--- src/verilog/tcamPkg.sv ---
// shared sizes for the TCAM with a multi-item match bus
// write-before-match policy flag
// storage access port grant encoding

`default_nettype none

package tcamPkg;

    // key, entry data and entry mask width
    localparam int DATA_WIDTH = 16;

    // entry count and address width
    localparam int ITEMS      = 16;
    localparam int ADDR_WIDTH = $clog2(ITEMS);

    // keys carried per match bus word
    localparam int MVB_ITEMS = 2;

    // edges from match acceptance to the edge where the result is sampled
    localparam int MATCH_LATENCY = 2;

    // when set a pending write holds off match acceptance
    // when clear a pending match holds off the write
    localparam bit WRITE_BEFORE_MATCH = 1'b1;

    // saturating counter width for read starvation tracking
    localparam int STARVE_WIDTH = 4;

    // owner of the storage access port in a cycle
    typedef enum logic [1:0] {
        PORT_IDLE  = 2'd0,
        PORT_WRITE = 2'd1,
        PORT_READ  = 2'd2
    } portGrant_t;

endpackage

`default_nettype wire
--- src/verilog/mvbTcam.sv ---
// top level of the TCAM with a multi-item match bus
// access control, entry storage, one match lane per bus item
// valid pipeline that tracks accepted match words through the lanes

`timescale 1ns/1ps
`default_nettype none

module mvbTcam import tcamPkg::*; (
    input  wire logic                              CLK,
    input  wire logic                              arstN,

    // write request
    input  wire logic                              writeEn,
    input  wire logic [DATA_WIDTH-1:0]             writeData,
    input  wire logic [DATA_WIDTH-1:0]             writeMask,
    input  wire logic [ADDR_WIDTH-1:0]             writeAddr,
    output logic                                   writeRdy,

    // read request and result
    input  wire logic                              readEn,
    input  wire logic [ADDR_WIDTH-1:0]             readAddr,
    output logic                                   readRdy,
    output logic      [DATA_WIDTH-1:0]             readData,
    output logic      [DATA_WIDTH-1:0]             readMask,
    output logic                                   readDataVld,

    // match request
    input  wire logic                              matchSrcRdy,
    input  wire logic [MVB_ITEMS-1:0][DATA_WIDTH-1:0] matchData,
    input  wire logic [MVB_ITEMS-1:0]              matchVld,
    output logic                                   matchRdy,

    // match result, one field per key
    output logic                                   matchOutSrcRdy,
    output logic      [MVB_ITEMS-1:0]              matchOutVld,
    output logic      [MVB_ITEMS-1:0]              matchOutHit,
    output logic      [MVB_ITEMS-1:0][ADDR_WIDTH-1:0] matchOutAddr
);

    portGrant_t grant;
    logic       matchAccept;

    logic [ITEMS-1:0][DATA_WIDTH-1:0] entryData;
    logic [ITEMS-1:0][DATA_WIDTH-1:0] entryMask;
    logic [ITEMS-1:0]                 entryValid;

    // one slot per lane stage
    logic [MATCH_LATENCY-1:0]                acceptPipe;
    logic [MATCH_LATENCY-1:0][MVB_ITEMS-1:0] vldPipe;

    tcamAccessCtrl i_tcamAccessCtrl (
        .CLK         (CLK),
        .arstN       (arstN),
        .writeEn     (writeEn),
        .readEn      (readEn),
        .matchSrcRdy (matchSrcRdy),
        .writeRdy    (writeRdy),
        .readRdy     (readRdy),
        .matchRdy    (matchRdy),
        .grant       (grant),
        .matchAccept (matchAccept)
    );

    tcamStorage i_tcamStorage (
        .CLK         (CLK),
        .arstN       (arstN),
        .grant       (grant),
        .writeData   (writeData),
        .writeMask   (writeMask),
        .writeAddr   (writeAddr),
        .readAddr    (readAddr),
        .readData    (readData),
        .readMask    (readMask),
        .readDataVld (readDataVld),
        .entryData   (entryData),
        .entryMask   (entryMask),
        .entryValid  (entryValid)
    );

    for (genvar i = 0; i < MVB_ITEMS; i++) begin : g_lane
        tcamMatchLane i_tcamMatchLane (
            .CLK        (CLK),
            .arstN      (arstN),
            .key        (matchData[i]),
            .entryData  (entryData),
            .entryMask  (entryMask),
            .entryValid (entryValid),
            .accept     (matchAccept),
            .hit        (matchOutHit[i]),
            .hitAddr    (matchOutAddr[i])
        );
    end

    // word accepted at edge N shows up at edge N + MATCH_LATENCY,
    // in step with the lane registers
    always_ff @(posedge CLK or negedge arstN) begin
        if (!arstN) begin
            acceptPipe <= '0;
            vldPipe    <= '0;
        end else begin
            acceptPipe[0] <= matchAccept;
            vldPipe[0]    <= matchAccept ? matchVld : '0;
            for (int s = 1; s < MATCH_LATENCY; s++) begin
                acceptPipe[s] <= acceptPipe[s-1];
                vldPipe[s]    <= vldPipe[s-1];
            end
        end
    end

    assign matchOutSrcRdy = acceptPipe[MATCH_LATENCY-1];
    assign matchOutVld    = vldPipe[MATCH_LATENCY-1];

    // item valids only travel with a bus word
    assert property (@(posedge CLK) disable iff (!arstN)
        !matchOutSrcRdy |-> matchOutVld == '0)
        else $error("matchOutVld set without matchOutSrcRdy");

endmodule

`default_nettype wire

--- src/verilog/tcamMatchLane.sv ---
// one match lane: ternary compare of a key against every entry
// stage one holds the per-entry match vector
// stage two holds hit and the lowest matching address

`timescale 1ns/1ps
`default_nettype none

module tcamMatchLane import tcamPkg::*; (
    input  wire logic                            CLK,
    input  wire logic                            arstN,

    input  wire logic [DATA_WIDTH-1:0]           key,
    input  wire logic [ITEMS-1:0][DATA_WIDTH-1:0] entryData,
    input  wire logic [ITEMS-1:0][DATA_WIDTH-1:0] entryMask,
    input  wire logic [ITEMS-1:0]                entryValid,
    input  wire logic                            accept,

    output logic                                 hit,
    output logic      [ADDR_WIDTH-1:0]           hitAddr
);

    logic [ITEMS-1:0]      matchNow;
    logic [ITEMS-1:0]      matchVec;
    logic                  nextHit;
    logic [ADDR_WIDTH-1:0] nextAddr;

    // masked-off bits never cause a mismatch
    always_comb begin
        for (int i = 0; i < ITEMS; i++) begin
            matchNow[i] = entryValid[i] &&
                          (((key ^ entryData[i]) & entryMask[i]) == '0);
        end
    end

    // stage one, loaded only on an accepted match word
    always_ff @(posedge CLK or negedge arstN) begin
        if (!arstN) begin
            matchVec <= '0;
        end else if (accept) begin
            matchVec <= matchNow;
        end
    end

    // lowest index wins, so scan from the top down
    always_comb begin
        nextHit  = |matchVec;
        nextAddr = '0;
        for (int i = ITEMS - 1; i >= 0; i--) begin
            if (matchVec[i]) begin
                nextAddr = ADDR_WIDTH'(i);
            end
        end
    end

    // stage two
    always_ff @(posedge CLK or negedge arstN) begin
        if (!arstN) begin
            hit     <= 1'b0;
            hitAddr <= '0;
        end else begin
            hit     <= nextHit;
            hitAddr <= nextAddr;
        end
    end

    // a miss always reports address zero
    assert property (@(posedge CLK) disable iff (!arstN)
        !hit |-> hitAddr == '0)
        else $error("hitAddr nonzero without a hit");

endmodule

`default_nettype wire

--- src/verilog/tcamStorage.sv ---
// TCAM entry array: data, care mask and valid bit per entry
// granted write port, registered read port with valid flag
// flat view of all entries for the match lanes

`timescale 1ns/1ps
`default_nettype none

module tcamStorage import tcamPkg::*; (
    input  wire logic                  CLK,
    input  wire logic                  arstN,

    input  wire portGrant_t            grant,

    // write port
    input  wire logic [DATA_WIDTH-1:0] writeData,
    input  wire logic [DATA_WIDTH-1:0] writeMask,
    input  wire logic [ADDR_WIDTH-1:0] writeAddr,

    // read port
    input  wire logic [ADDR_WIDTH-1:0] readAddr,
    output logic      [DATA_WIDTH-1:0] readData,
    output logic      [DATA_WIDTH-1:0] readMask,
    output logic                       readDataVld,

    // all entries, index i is entry address i
    output logic [ITEMS-1:0][DATA_WIDTH-1:0] entryData,
    output logic [ITEMS-1:0][DATA_WIDTH-1:0] entryMask,
    output logic [ITEMS-1:0]                 entryValid
);

    logic writeGo;
    logic readGo;

    assign writeGo = (grant == PORT_WRITE);
    assign readGo  = (grant == PORT_READ);

    // entry payload
    always_ff @(posedge CLK) begin
        if (writeGo) begin
            entryData[writeAddr] <= writeData;
            entryMask[writeAddr] <= writeMask;
        end
    end

    // entries become valid on their first write
    always_ff @(posedge CLK or negedge arstN) begin
        if (!arstN) begin
            entryValid <= '0;
        end else if (writeGo) begin
            entryValid[writeAddr] <= 1'b1;
        end
    end

    // read data, zero for an entry never written
    always_ff @(posedge CLK) begin
        if (readGo) begin
            if (entryValid[readAddr]) begin
                readData <= entryData[readAddr];
                readMask <= entryMask[readAddr];
            end else begin
                readData <= '0;
                readMask <= '0;
            end
        end
    end

    always_ff @(posedge CLK or negedge arstN) begin
        if (!arstN) begin
            readDataVld <= 1'b0;
        end else begin
            readDataVld <= readGo;
        end
    end

    // one read result per read grant, exactly one cycle later
    assert property (@(posedge CLK) disable iff (!arstN)
        readDataVld == $past(grant == PORT_READ))
        else $error("readDataVld out of step with the read grant");

endmodule

`default_nettype wire

--- src/verilog/tcamAccessCtrl.sv ---
// request arbitration for the TCAM storage port and the match path
// write beats read on the shared port, match blocked per policy flag

`timescale 1ns/1ps
`default_nettype none

module tcamAccessCtrl import tcamPkg::*; (
    input  wire logic CLK,
    input  wire logic arstN,

    input  wire logic writeEn,
    input  wire logic readEn,
    input  wire logic matchSrcRdy,

    output logic       writeRdy,
    output logic       readRdy,
    output logic       matchRdy,
    output portGrant_t grant,
    output logic       matchAccept
);

    logic [STARVE_WIDTH-1:0] starveCnt;

    // a write only waits on a match when the policy favours matches
    assign writeRdy = WRITE_BEFORE_MATCH ? 1'b1 : !matchSrcRdy;

    // write owns the port whenever it is requested
    assign readRdy = !writeEn;

    // contents stay frozen in the cycle a match word is sampled
    assign matchRdy = WRITE_BEFORE_MATCH ? !writeEn : 1'b1;

    assign matchAccept = matchSrcRdy && matchRdy;

    always_comb begin
        if (writeEn && writeRdy) begin
            grant = PORT_WRITE;
        end else if (readEn && readRdy) begin
            grant = PORT_READ;
        end else begin
            grant = PORT_IDLE;
        end
    end

    // consecutive cycles a read request waited behind a write
    always_ff @(posedge CLK or negedge arstN) begin
        if (!arstN) begin
            starveCnt <= '0;
        end else if (readEn && !readRdy) begin
            if (starveCnt != '1) begin
                starveCnt <= starveCnt + 1'b1;
            end
        end else begin
            starveCnt <= '0;
        end
    end

    // the shared port never goes to a read while a write is pending
    assert property (@(posedge CLK) disable iff (!arstN)
        writeEn |-> grant != PORT_READ)
        else $error("read granted while writeEn is high");

    // a read never waits long enough to saturate the starvation count
    assert property (@(posedge CLK) disable iff (!arstN)
        starveCnt != '1)
        else $error("read request starved by a long run of writes");

endmodule

`default_nettype wire

--- config.mk ---
export PLATFORM = sky130hd
export DESIGN_NAME = mvbTcam
export DESIGN_NICKNAME = d
export VERILOG_FILES = /design/src/verilog/tcamPkg.sv /design/src/verilog/mvbTcam.sv /design/src/verilog/tcamMatchLane.sv /design/src/verilog/tcamStorage.sv /design/src/verilog/tcamAccessCtrl.sv
export SDC_FILE = /design/constraint.sdc
export NUM_CORES = 1
export LEC_CHECK = 0
export BUFFER_PORTS_ARGS = -buffer_cell sky130_fd_sc_hd__buf_2
export CORE_MARGIN = 2
export CORE_UTILIZATION = 49
export CTS_CLUSTER_SIZE = 25
export DETAILED_ROUTE_END_ITERATION = 8
export PLACE_DENSITY = 0.62
export SLEW_MARGIN = 20
export SYNTH_ARGS = -nofsm -noshare
export SYNTH_HDL_FRONTEND = slang
export SYNTH_HIERARCHICAL = 1
export SYNTH_SLANG_ARGS = --single-unit
--- constraint.sdc ---
create_clock -name CLK -period 5.3 [get_ports CLK]
set_input_delay 0.53 -clock CLK [delete_from_list [all_inputs] [get_ports CLK]]
set_output_delay 0.53 -clock CLK [all_outputs]
set_load 0.02 [all_outputs]
==> metrics, run 1 <==
status complete, no violations; Mapped Area 0.0304 mm2; vias per cell 6.71; WS Path Type in2reg; critical-path cell list buf_2 -> nor2b_1 -> or4b_2 -> nor3_2 -> buf_4; Antenna diodes 0; Area contributors post-synth edfxtp_1 54%, xor2_1 15%, mux4_2 9.8%; Die X 253 um; Worst-Margin Slew 1.22 ns; Final Cycle Share 0.505; Final GP Congestion 0.951; Final nets 2148; crit start category input pin; layout cells sized above 1 0.212; Worst-Skew Late Latency 0.60 ns; Synth Flop Type edfxtp_1; H-tree levels 3; Finished Layout Cells 2904; fraction of registers with async set/reset 0.107; Die Y 253 um; DRC 0; I/O pin cnt 128; register area share after synthesis 0.591; FILL cells 4875; overall routing resource usage 0.316; DR WL/cell 34.7 um; critical path arrival 2.92 ns; cell count after synthesis 1961; CTS clk-pin slew, worst paths 0.05 ns; Clock Sinks 609; Pre-antenna DRT Iters 6; Layout area overhead 11.3%; CTS tree built; fmax 374 MHz; Post-synth top cells 544 x edfxtp_1, 512 x xor2_1, 132 x mux4_2, 128 x a22oi_1, 66 x a22o_1; Crit-path slowest cell or4b_2; Mean Syn Cell Area 15.5 um2; RSZ-0062 raised after global routing no; Initial Util 0.495; count leader, synth edfxtp_1; crit path time final 2.68 ns; Max-slew headroom 0.189; number of setup violations in the final report 0; Pleak 11.8 nW; number of setup buffers added after CTS 0; CTS Root Cell clkbuf_16; Cell Rows 91; Max IR drop VDD 0.000211 V; count of cell types in the netlist 39; initial antenna violation count 4; HPWL after DPL 70.2 mm; # resized after CTS 0; area of the multi-input gates 0.0117 mm2; worst min path class in2async; Die ar. 0.0641 mm2; Placeable Area 0.0615 mm2; CP endpoint kind register; deepest clock path buffer count 3; Num CTS Buffers 69; global-route wire length before repair 142 mm; setup TNS 0 ns; Hold Vio Cnt, Final 0; syn_nets 2040; CP Max Fanout 25; Worst path top cell family by delay simple AND/OR/NAND/NOR gates; largest net degree at the start of global routing 83; max-slew violation count 0; Critical Path RT 5.55 ns; Synth area leader edfxtp_1; Max Cap Violations 0; placed insts 2785; Post-synth EDFFs 544; register bit total from synthesis 609; # hold bufs at CTS 0; final WL 101 mm; Cell Pwr Density 332 mW/mm2; YS warnings 6; Starting DRT DRC Count 3029; crit path buf inv count 2; area share of the largest cell type after synthesis 0.537; IO Port Bufs 126; Finished Core Util 0.550; Storage cell area 0.0180 mm2; Worst path max stage delay 0.84 ns; post-route ant nets 0; Remaining Overflow, GRT 0; DR vias 19494; final clock skew 0.0224 ns; vias in the first global route 18726
-- worst reg2reg max path, stage by stage (launching register included) --
cell and delay [ns]:
edfxtp_1 0.47, xor2_1 0.18, a222oi_1 0.86, nand4_1 0.53, o22ai_1 0.28
-- cell type report --
| cell class | instances | area share |
|---|---|---|
| multi-input combinational | 1196 | 0.345 |
| timing repair buffer | 160 | 0.0287 |
| sequential | 609 | 0.531 |
| clock inverter | 26 | 0.00795 |
| inverter | 33 | 0.00366 |
| clock buffer | 90 | 0.0549 |
| tap | 790 | 0.0292 |
-- path summary, 6_finish.rpt --
| kind | startpoint | end | slack [ns] | cells after the start |
|---|---|---|---|---|
| setup / recovery | writeEn | i_tcamStorage/entryData[0] | 2.62 | 5 |
| hold / removal | arstN | acceptPipe[0] | 0.12 | 2 |
| setup reg to reg | i_tcamStorage/entryData[57] | g_lane[0].i_tcamMatchLane/matchVec[3] | 2.87 | 4 |
| hold reg to reg | vldPipe[1] | matchOutVld[1] | 0.35 | 0 |
| max in group asynchronous | arstN | i_tcamStorage/entryValid[15] | 4.61 | 2 |
| min in group CLK | matchVld[0] | vldPipe[0] | 0.17 | 2 |
-- sequential cells by signal (all words and copies together) (netlist names) --
| register | count |
|---|---|
| g_lane.i_tcamMatchLane/matchVec | 32 |
| i_tcamStorage/readData | 16 |
| i_tcamStorage/readMask | 16 |
| acceptPipe | 2 |
| i_tcamStorage/entryMask | 256 |
| matchOutVld | 2 |
| g_lane.i_tcamMatchLane/hit | 2 |
| vldPipe | 2 |
| g_lane.i_tcamMatchLane/hitAddr | 8 |
| i_tcamStorage/entryData | 256 |
| i_tcamStorage/readDataVld | 1 |
| i_tcamStorage/entryValid | 16 |
-- cells in the final DEF, fill, tap and decap left out, drive strengths merged, types with 32 or more instances in the layout --
cell type and count:
a21oi 38, a221oi 64, a222oi 32, a22o 66, a22oi 128, buf 159
clkbuf 91, dfrtp 65, edfxtp 544, inv 34, mux4 132, nand2 39
nand4 64, o22ai 32, xor2 512
-- through the flow --
stage / power, W / hold slack, ns / instance area, um2 / worst slack (ns)
after CTS: 0.0112 / 0.136 / 33800 / 2.65
after global placement: 0.00663 / 0.333 / 31600 / 2.03
after global routing: 0.0115 / 0.152 / 33800 / 2.53
after detailed placement: 0.00666 / 0.338 / 31700 / 2.02
final: 0.0112 / 0.121 / 33800 / 2.62
after floorplan: 0.00623 / 0.234 / 30400 / 1.20
-- layer usage --
metal	vias up	global-route usage	routed length, um
met5	-	0	39
met4	8	0.0979	3220
met3	143	0.0701	10100
met2	1157	0.470	45300
met1	10207	0.464	42100
li1	7979	-	-
-- logic make-up (layout without fill, tap and decap cells) --
logic type / after synthesis / count (layout) / synth area share
flip-flops: 609 / 609 / 0.591
XOR/XNOR: 512 / 512 / 0.147
AO/OA/AOI/OAI: 378 / 378 / 0.103
AND/OR/NAND/NOR: 173 / 173 / 0.0307
buffers and inverters: 156 / 309 / 0.0304
multiplexers: 132 / 132 / 0.0978
other: 1 / 1 / 0.000123
-- power by group --
part | switching, W | internal, W | total [W]
logic | 0.000705 | 0.000405 | 0.00111
clock network | 0.00190 | 0.00274 | 0.00464
registers | 0.000115 | 0.00536 | 0.00548
Note: power is estimated with default switching activity, not from simulation.
==> inputs of run 2 (changes only) <==
--- a/config.mk
+++ b/config.mk
@@ -10,7 +10,7 @@
 export CORE_UTILIZATION = 49
 export CTS_CLUSTER_SIZE = 25
 export DETAILED_ROUTE_END_ITERATION = 8
-export PLACE_DENSITY = 0.62
+export PLACE_DENSITY = 0.64
 export SLEW_MARGIN = 20
 export SYNTH_ARGS = -nofsm -noshare
 export SYNTH_HDL_FRONTEND = slang
==> constraint.sdc (replaced) <==
create_clock -name CLK -period 2.4 [get_ports CLK]
set_input_delay 0.24 -clock CLK [delete_from_list [all_inputs] [get_ports CLK]]
set_output_delay 0.24 -clock CLK [all_outputs]
set_load 0.02 [all_outputs]
==> metrics, run 2 (same netlist as run 1, synthesis figures left out) <==
status complete, no violations; layout cells sized above 1 0.259; initial antenna violation count 3; largest net degree at the start of global routing 99; routed wl met2 46.2 mm; I/O pin cnt 128; CTS tree built; Remaining Overflow, GRT 0; Max Cap Violations 0; Antenna diodes 0; Pleak 12.6 nW; DR WL/cell 33.3 um; setup TNS 0 ns; DRC 0; Hold EP i_tcamStorage/entryData[223]; global-route wire length before repair 144 mm; Layout area overhead 15.8%; Reg power frac 0.478; pre-CTS WS -0.181 ns; hold path depth 1; Finished Core Util 0.573; Worst-Margin Slew 0.851 ns; Pre-antenna DRT Iters 7; Max IR drop VDD 0.000455 V; Final nets 2273; vias in the first global route 19644; Metal-1 WL 40.2 mm; number of setup violations in the final report 0; overall routing resource usage 0.319; HPWL after DPL 70.8 mm; Max-slew headroom 0.431; WS Path Type reg2reg; IO Port Bufs 126; vias per cell 6.59; R2R Setup Slk 0.03 ns; CP Max Fanout 16; crit path time final 2.37 ns; area of the multi-input gates 0.0117 mm2; H-tree levels 3; Comb pwr share 0.110; Final Cycle Share 0.987; Final Cell Area 0.0352 mm2; Starting DRT DRC Count 2855; Placeable Area 0.0615 mm2; Initial Util 0.495; internal power 0.0191 W; Clock Power Share 0.412; Hold Vio Cnt, Final 0; Cell Rows 91; CP endpoint kind register; Num CTS Buffers 68; P_sw 0.00613 W; Finished Layout Cells 3036; final WL 101 mm; worst min path class in2reg; final clock skew 0.0187 ns; Storage cell area 0.0180 mm2; post-route ant nets 0; crit start category register; Worst-Skew Late Latency 0.61 ns; Final GP Congestion 0.948; Clock Sinks 609; Reg-to-Reg End i_tcamStorage/readData[13]; Placement Cell Area 0.0329 mm2; reg-to-reg critical path startpoint i_tcamStorage/entryValid[1]; RSZ-0062 raised after global routing no; CTS Root Cell clkbuf_16; Net Sw Frac 0.243; deepest clock path buffer count 3; max-slew violation count 0; hold_sp writeData[15]; FILL cells 4766; critical path arrival 2.68 ns; most common cell after layout, fill and taps aside edfxtp_1; commonest cells after routing, fill and taps aside 544 x edfxtp_1, 512 x xor2_1, 132 x mux4_2; worst setup margin 0.0316 ns; DR top layer met5; Top Registers i_tcamStorage/entryData x256, i_tcamStorage/entryMask x256, g_lane.i_tcamMatchLane/matchVec x32; Cell Pwr Density 717 mW/mm2; Critical Path RT 2.71 ns; DR WL met3 10.2 mm; CTS clk-pin slew, worst paths 0.06 ns; fmax 422 MHz; Die Y 253 um; DR vias 20004; placed insts 2906; Die X 253 um; FF-to-FF path depth 4; Die ar. 0.0641 mm2
==> run 2: cell count changes in the layout (fill, tap and decap cells not counted), moves of 2 or more <==
cell | previous run | this run
buf_12 | 4 | 30
dlygate4sd3_1 | 0 | 4
buf_4 | 28 | 125
clkbuf_16 | 71 | 73
nor3_2 | 4 | 0
clkbuf_1 | 18 | 10
clkinv_2 | 7 | 18
nor3_4 | 0 | 4
clkinv_1 | 12 | 14
==> run 2: what timing repair did <==
item,in CTS,in global routing
gates cloned,1,0
setup endpoints to repair,32,1
hold buffers,4,0
pin swaps,1,1
hold endpoints to repair,30,0
setup buffers,0,3
resized for setup,1,0
==> run 2: how the worst max path moves through the flow <==
stage	start	end	slack, ns	cells past startpoint
finish	i_tcamStorage/entryValid[1]	i_tcamStorage/readData[13]	0.03	4
global route	i_tcamStorage/entryValid[1]	i_tcamStorage/readMask[3]	0.02	4
CTS	i_tcamStorage/entryValid[5]	i_tcamStorage/readData[13]	0.05	4
detailed placement	readAddr[0]	i_tcamStorage/readData[13]	-0.18	5
global placement	readAddr[0]	i_tcamStorage/readMask[9]	-0.08	5
floorplan	readEn	i_tcamStorage/entryData[64]	-0.57	3
==> run 2: routing by layer <==
metal	vias to the layer above	GRT usage
li1	8250	-
met1	10370	0.449
met2	1209	0.486
met3	169	0.0586
met4	6	0.140
met5	-	0
==> run 2: through the flow <==
| stage | power (W) | hold slack (ns) |
|---|---|---|
| after global placement | 0.0149 | 0.300 |
| after CTS | 0.0253 | 0.00531 |
| after detailed placement | 0.0149 | 0.304 |
| after global routing | 0.0259 | 0.0432 |
| final | 0.0252 | 0.0291 |
| after floorplan | 0.0138 | -0.0556 |
==> run 2: power groups by stage <==
| stage | Combinational [W] | Sequential [W] | Clock, W |
|---|---|---|---|
| 5_1_grt | 0.00291 | 0.0121 | 0.0109 |
| 3_3_place_gp | 0.00263 | 0.0123 | 0 |
| 6_report | 0.00278 | 0.0121 | 0.0104 |
| 3_5_place_dp | 0.00266 | 0.0123 | 0 |
| 2_1_floorplan | 0.00151 | 0.0123 | 0 |
| 4_1_cts | 0.00271 | 0.0121 | 0.0105 |
==> run 2: area by class of cell <==
class,count,share of cell area
clock buffers,83,0.0530
clock inverters,39,0.00938
inverters,33,0.00352
multi-input cells,1197,0.333
flip-flops and latches,609,0.510
well taps,790,0.0281
repair buffers,285,0.0632
==> run 2: worst max-delay path, stage by stage (launching register included) <==
cell	delay (ns)
dfrtp_1	0.39
mux4_2	0.45
a22o_1	0.39
nor2_4	0.72
a21oi_1	0.12
==> inputs of run 3 (changes only) <==
--- a/config.mk
+++ b/config.mk
@@ -10,7 +10,7 @@
 export CORE_UTILIZATION = 49
 export CTS_CLUSTER_SIZE = 25
 export DETAILED_ROUTE_END_ITERATION = 8
-export PLACE_DENSITY = 0.64
+export PLACE_DENSITY = 0.71
 export SLEW_MARGIN = 20
 export SYNTH_ARGS = -nofsm -noshare
 export SYNTH_HDL_FRONTEND = slang
==> metrics, run 3 (same netlist as run 1, synthesis figures left out) <==
RSZ-0062 raised after global routing no; initial antenna violation count 7; Remaining Overflow, GRT 0; status complete, no violations; Pre-antenna DRT Iters 6; CP Max Fanout 3; Placeable Area 0.0615 mm2; DR vias 20177; Clock Sinks 609; Storage cell area 0.0180 mm2; Critical Path RT 2.90 ns; number of setup buffers added after CTS 0; Final Cycle Share 0.905; IO Port Bufs 126; DRC 0; Die Y 253 um; CTS clk-pin slew, worst paths 0.06 ns; Reg power frac 0.485; Cell Pwr Density 710 mW/mm2; # hold bufs at CTS 4; area of the multi-input gates 0.0117 mm2; overall routing resource usage 0.311; CTS tree built; FILL cells 4699; critical path arrival 2.68 ns; largest net degree at the start of global routing 68; CTS Root Cell clkbuf_16; worst setup margin 0.229 ns; final clock skew 0.0277 ns; Hold Vio Cnt, Final 0; max-slew violation count 0; met3 Use GR 0.0521; Top Registers i_tcamStorage/entryData x256, i_tcamStorage/entryMask x256, g_lane.i_tcamMatchLane/matchVec x32; Starting DRT DRC Count 3048; M2 GR Usage 0.480; most common cell after layout, fill and taps aside edfxtp_1; fmax 461 MHz; most used routing layer met2; Max IR drop VDD 0.000404 V; Die X 253 um; WS Path Type reg2reg; # resized after CTS 0; vias per cell 6.66; P_sw 0.00611 W; Net Sw Frac 0.245; global-route wire length before repair 142 mm; critical-path cell list xor2_1 -> a222oi_1 -> buf_4 -> nand4_1 -> o22ai_1; Die ar. 0.0641 mm2; Worst-Skew Late Latency 0.61 ns; Comb pwr share 0.106; Clock Power Share 0.409; Cell Rows 91; deepest clock path buffer count 3; vias in the first global route 19638; Num CTS Buffers 66; Crit-path slowest cell a222oi_1; crit path time final 2.17 ns; pre-CTS WS 0.225 ns; number of setup violations in the final report 0; Finished Core Util 0.571; HPWL after DPL 71.3 mm; layout cells sized above 1 0.259; CP endpoint kind register; commonest cells after routing, fill and taps aside 544 x edfxtp_1, 512 x xor2_1, 132 x mux4_2; Max Cap Violations 0; Final nets 2268; post-route ant nets 0; Pleak 12.5 nW; Initial Util 0.495; I/O pin cnt 128; DR WL/cell 32.8 um; Max-slew headroom 0.506; Final GP Congestion 0.989; Layout area overhead 15.5%; Antenna diodes 0; H-tree levels 3; grt met1 use 0.437; final WL 99.5 mm; worst min path class in2reg; crit start category register; internal power 0.0188 W; Worst path max stage delay 0.71 ns; Worst-Margin Slew 0.740 ns; Tot Pwr 0.0249 W
[run 3: power by group through the flow]
stage / sequential (W) / clock (W) / combinational (W)
after floorplan: 0.0123 / 0 / 0.00151
after global placement: 0.0123 / 0 / 0.00252
after detailed placement: 0.0123 / 0 / 0.00258
after CTS: 0.0121 / 0.0103 / 0.00260
after global routing: 0.0121 / 0.0107 / 0.00276
final: 0.0121 / 0.0102 / 0.00265
[run 3: layout make-up]
class	instances	share of cell area
tap	790	0.0281
timing repair buffer	283	0.0630
clock buffer	78	0.0501
clock inverter	42	0.0107
multi-input combinational	1196	0.333
inverter	33	0.00353
sequential	609	0.512
[run 3: worst paths after layout]
path                                       startpoint  slack, ns                                    end  cells past startpoint
max                        i_tcamStorage/entryData[6]       0.23  g_lane[0].i_tcamMatchLane/matchVec[0]                      5
min                                      writeMask[6]       0.04            i_tcamStorage/entryMask[70]                      1
max reg2reg                i_tcamStorage/entryData[6]       0.23  g_lane[0].i_tcamMatchLane/matchVec[0]                      5
min reg2reg                             acceptPipe[0]       0.35                          acceptPipe[1]                      0
max in group asynchronous                       arstN       1.76  g_lane[0].i_tcamMatchLane/matchVec[0]                      3
min in group asynchronous                       arstN       0.06                          acceptPipe[1]                      2
[run 3: metal layers]
| metal | up-vias | routed length, um |
|---|---|---|
| met1 | 10407 | 38300 |
| met5 | - | 71 |
| met4 | 12 | 4660 |
| met3 | 190 | 10700 |
| li1 | 8211 | - |
| met2 | 1357 | 45800 |
[run 3: per-stage QoR]
stage / setup TNS (ns) / hold slack, ns / cell area [um2] / instances
floorplan: -73.72 / -0.0556 / 30400 / 1961
global placement: 0 / 0.126 / 32900 / 2907
detailed placement: 0 / 0.133 / 32900 / 2907
CTS: 0 / 0.0165 / 35100 / 3031
global route: 0 / 0.0457 / 35100 / 3031
finish: 0 / 0.0428 / 35100 / 3031
[run 3: critical path, delay by kind of cell, from the launching register on]
kind,cells,cell delay [ns]
compound gates,2,0.91
buf+inv,1,0.22
simple gates,1,0.25
flops,1,0.49
xor+xnor,1,0.19
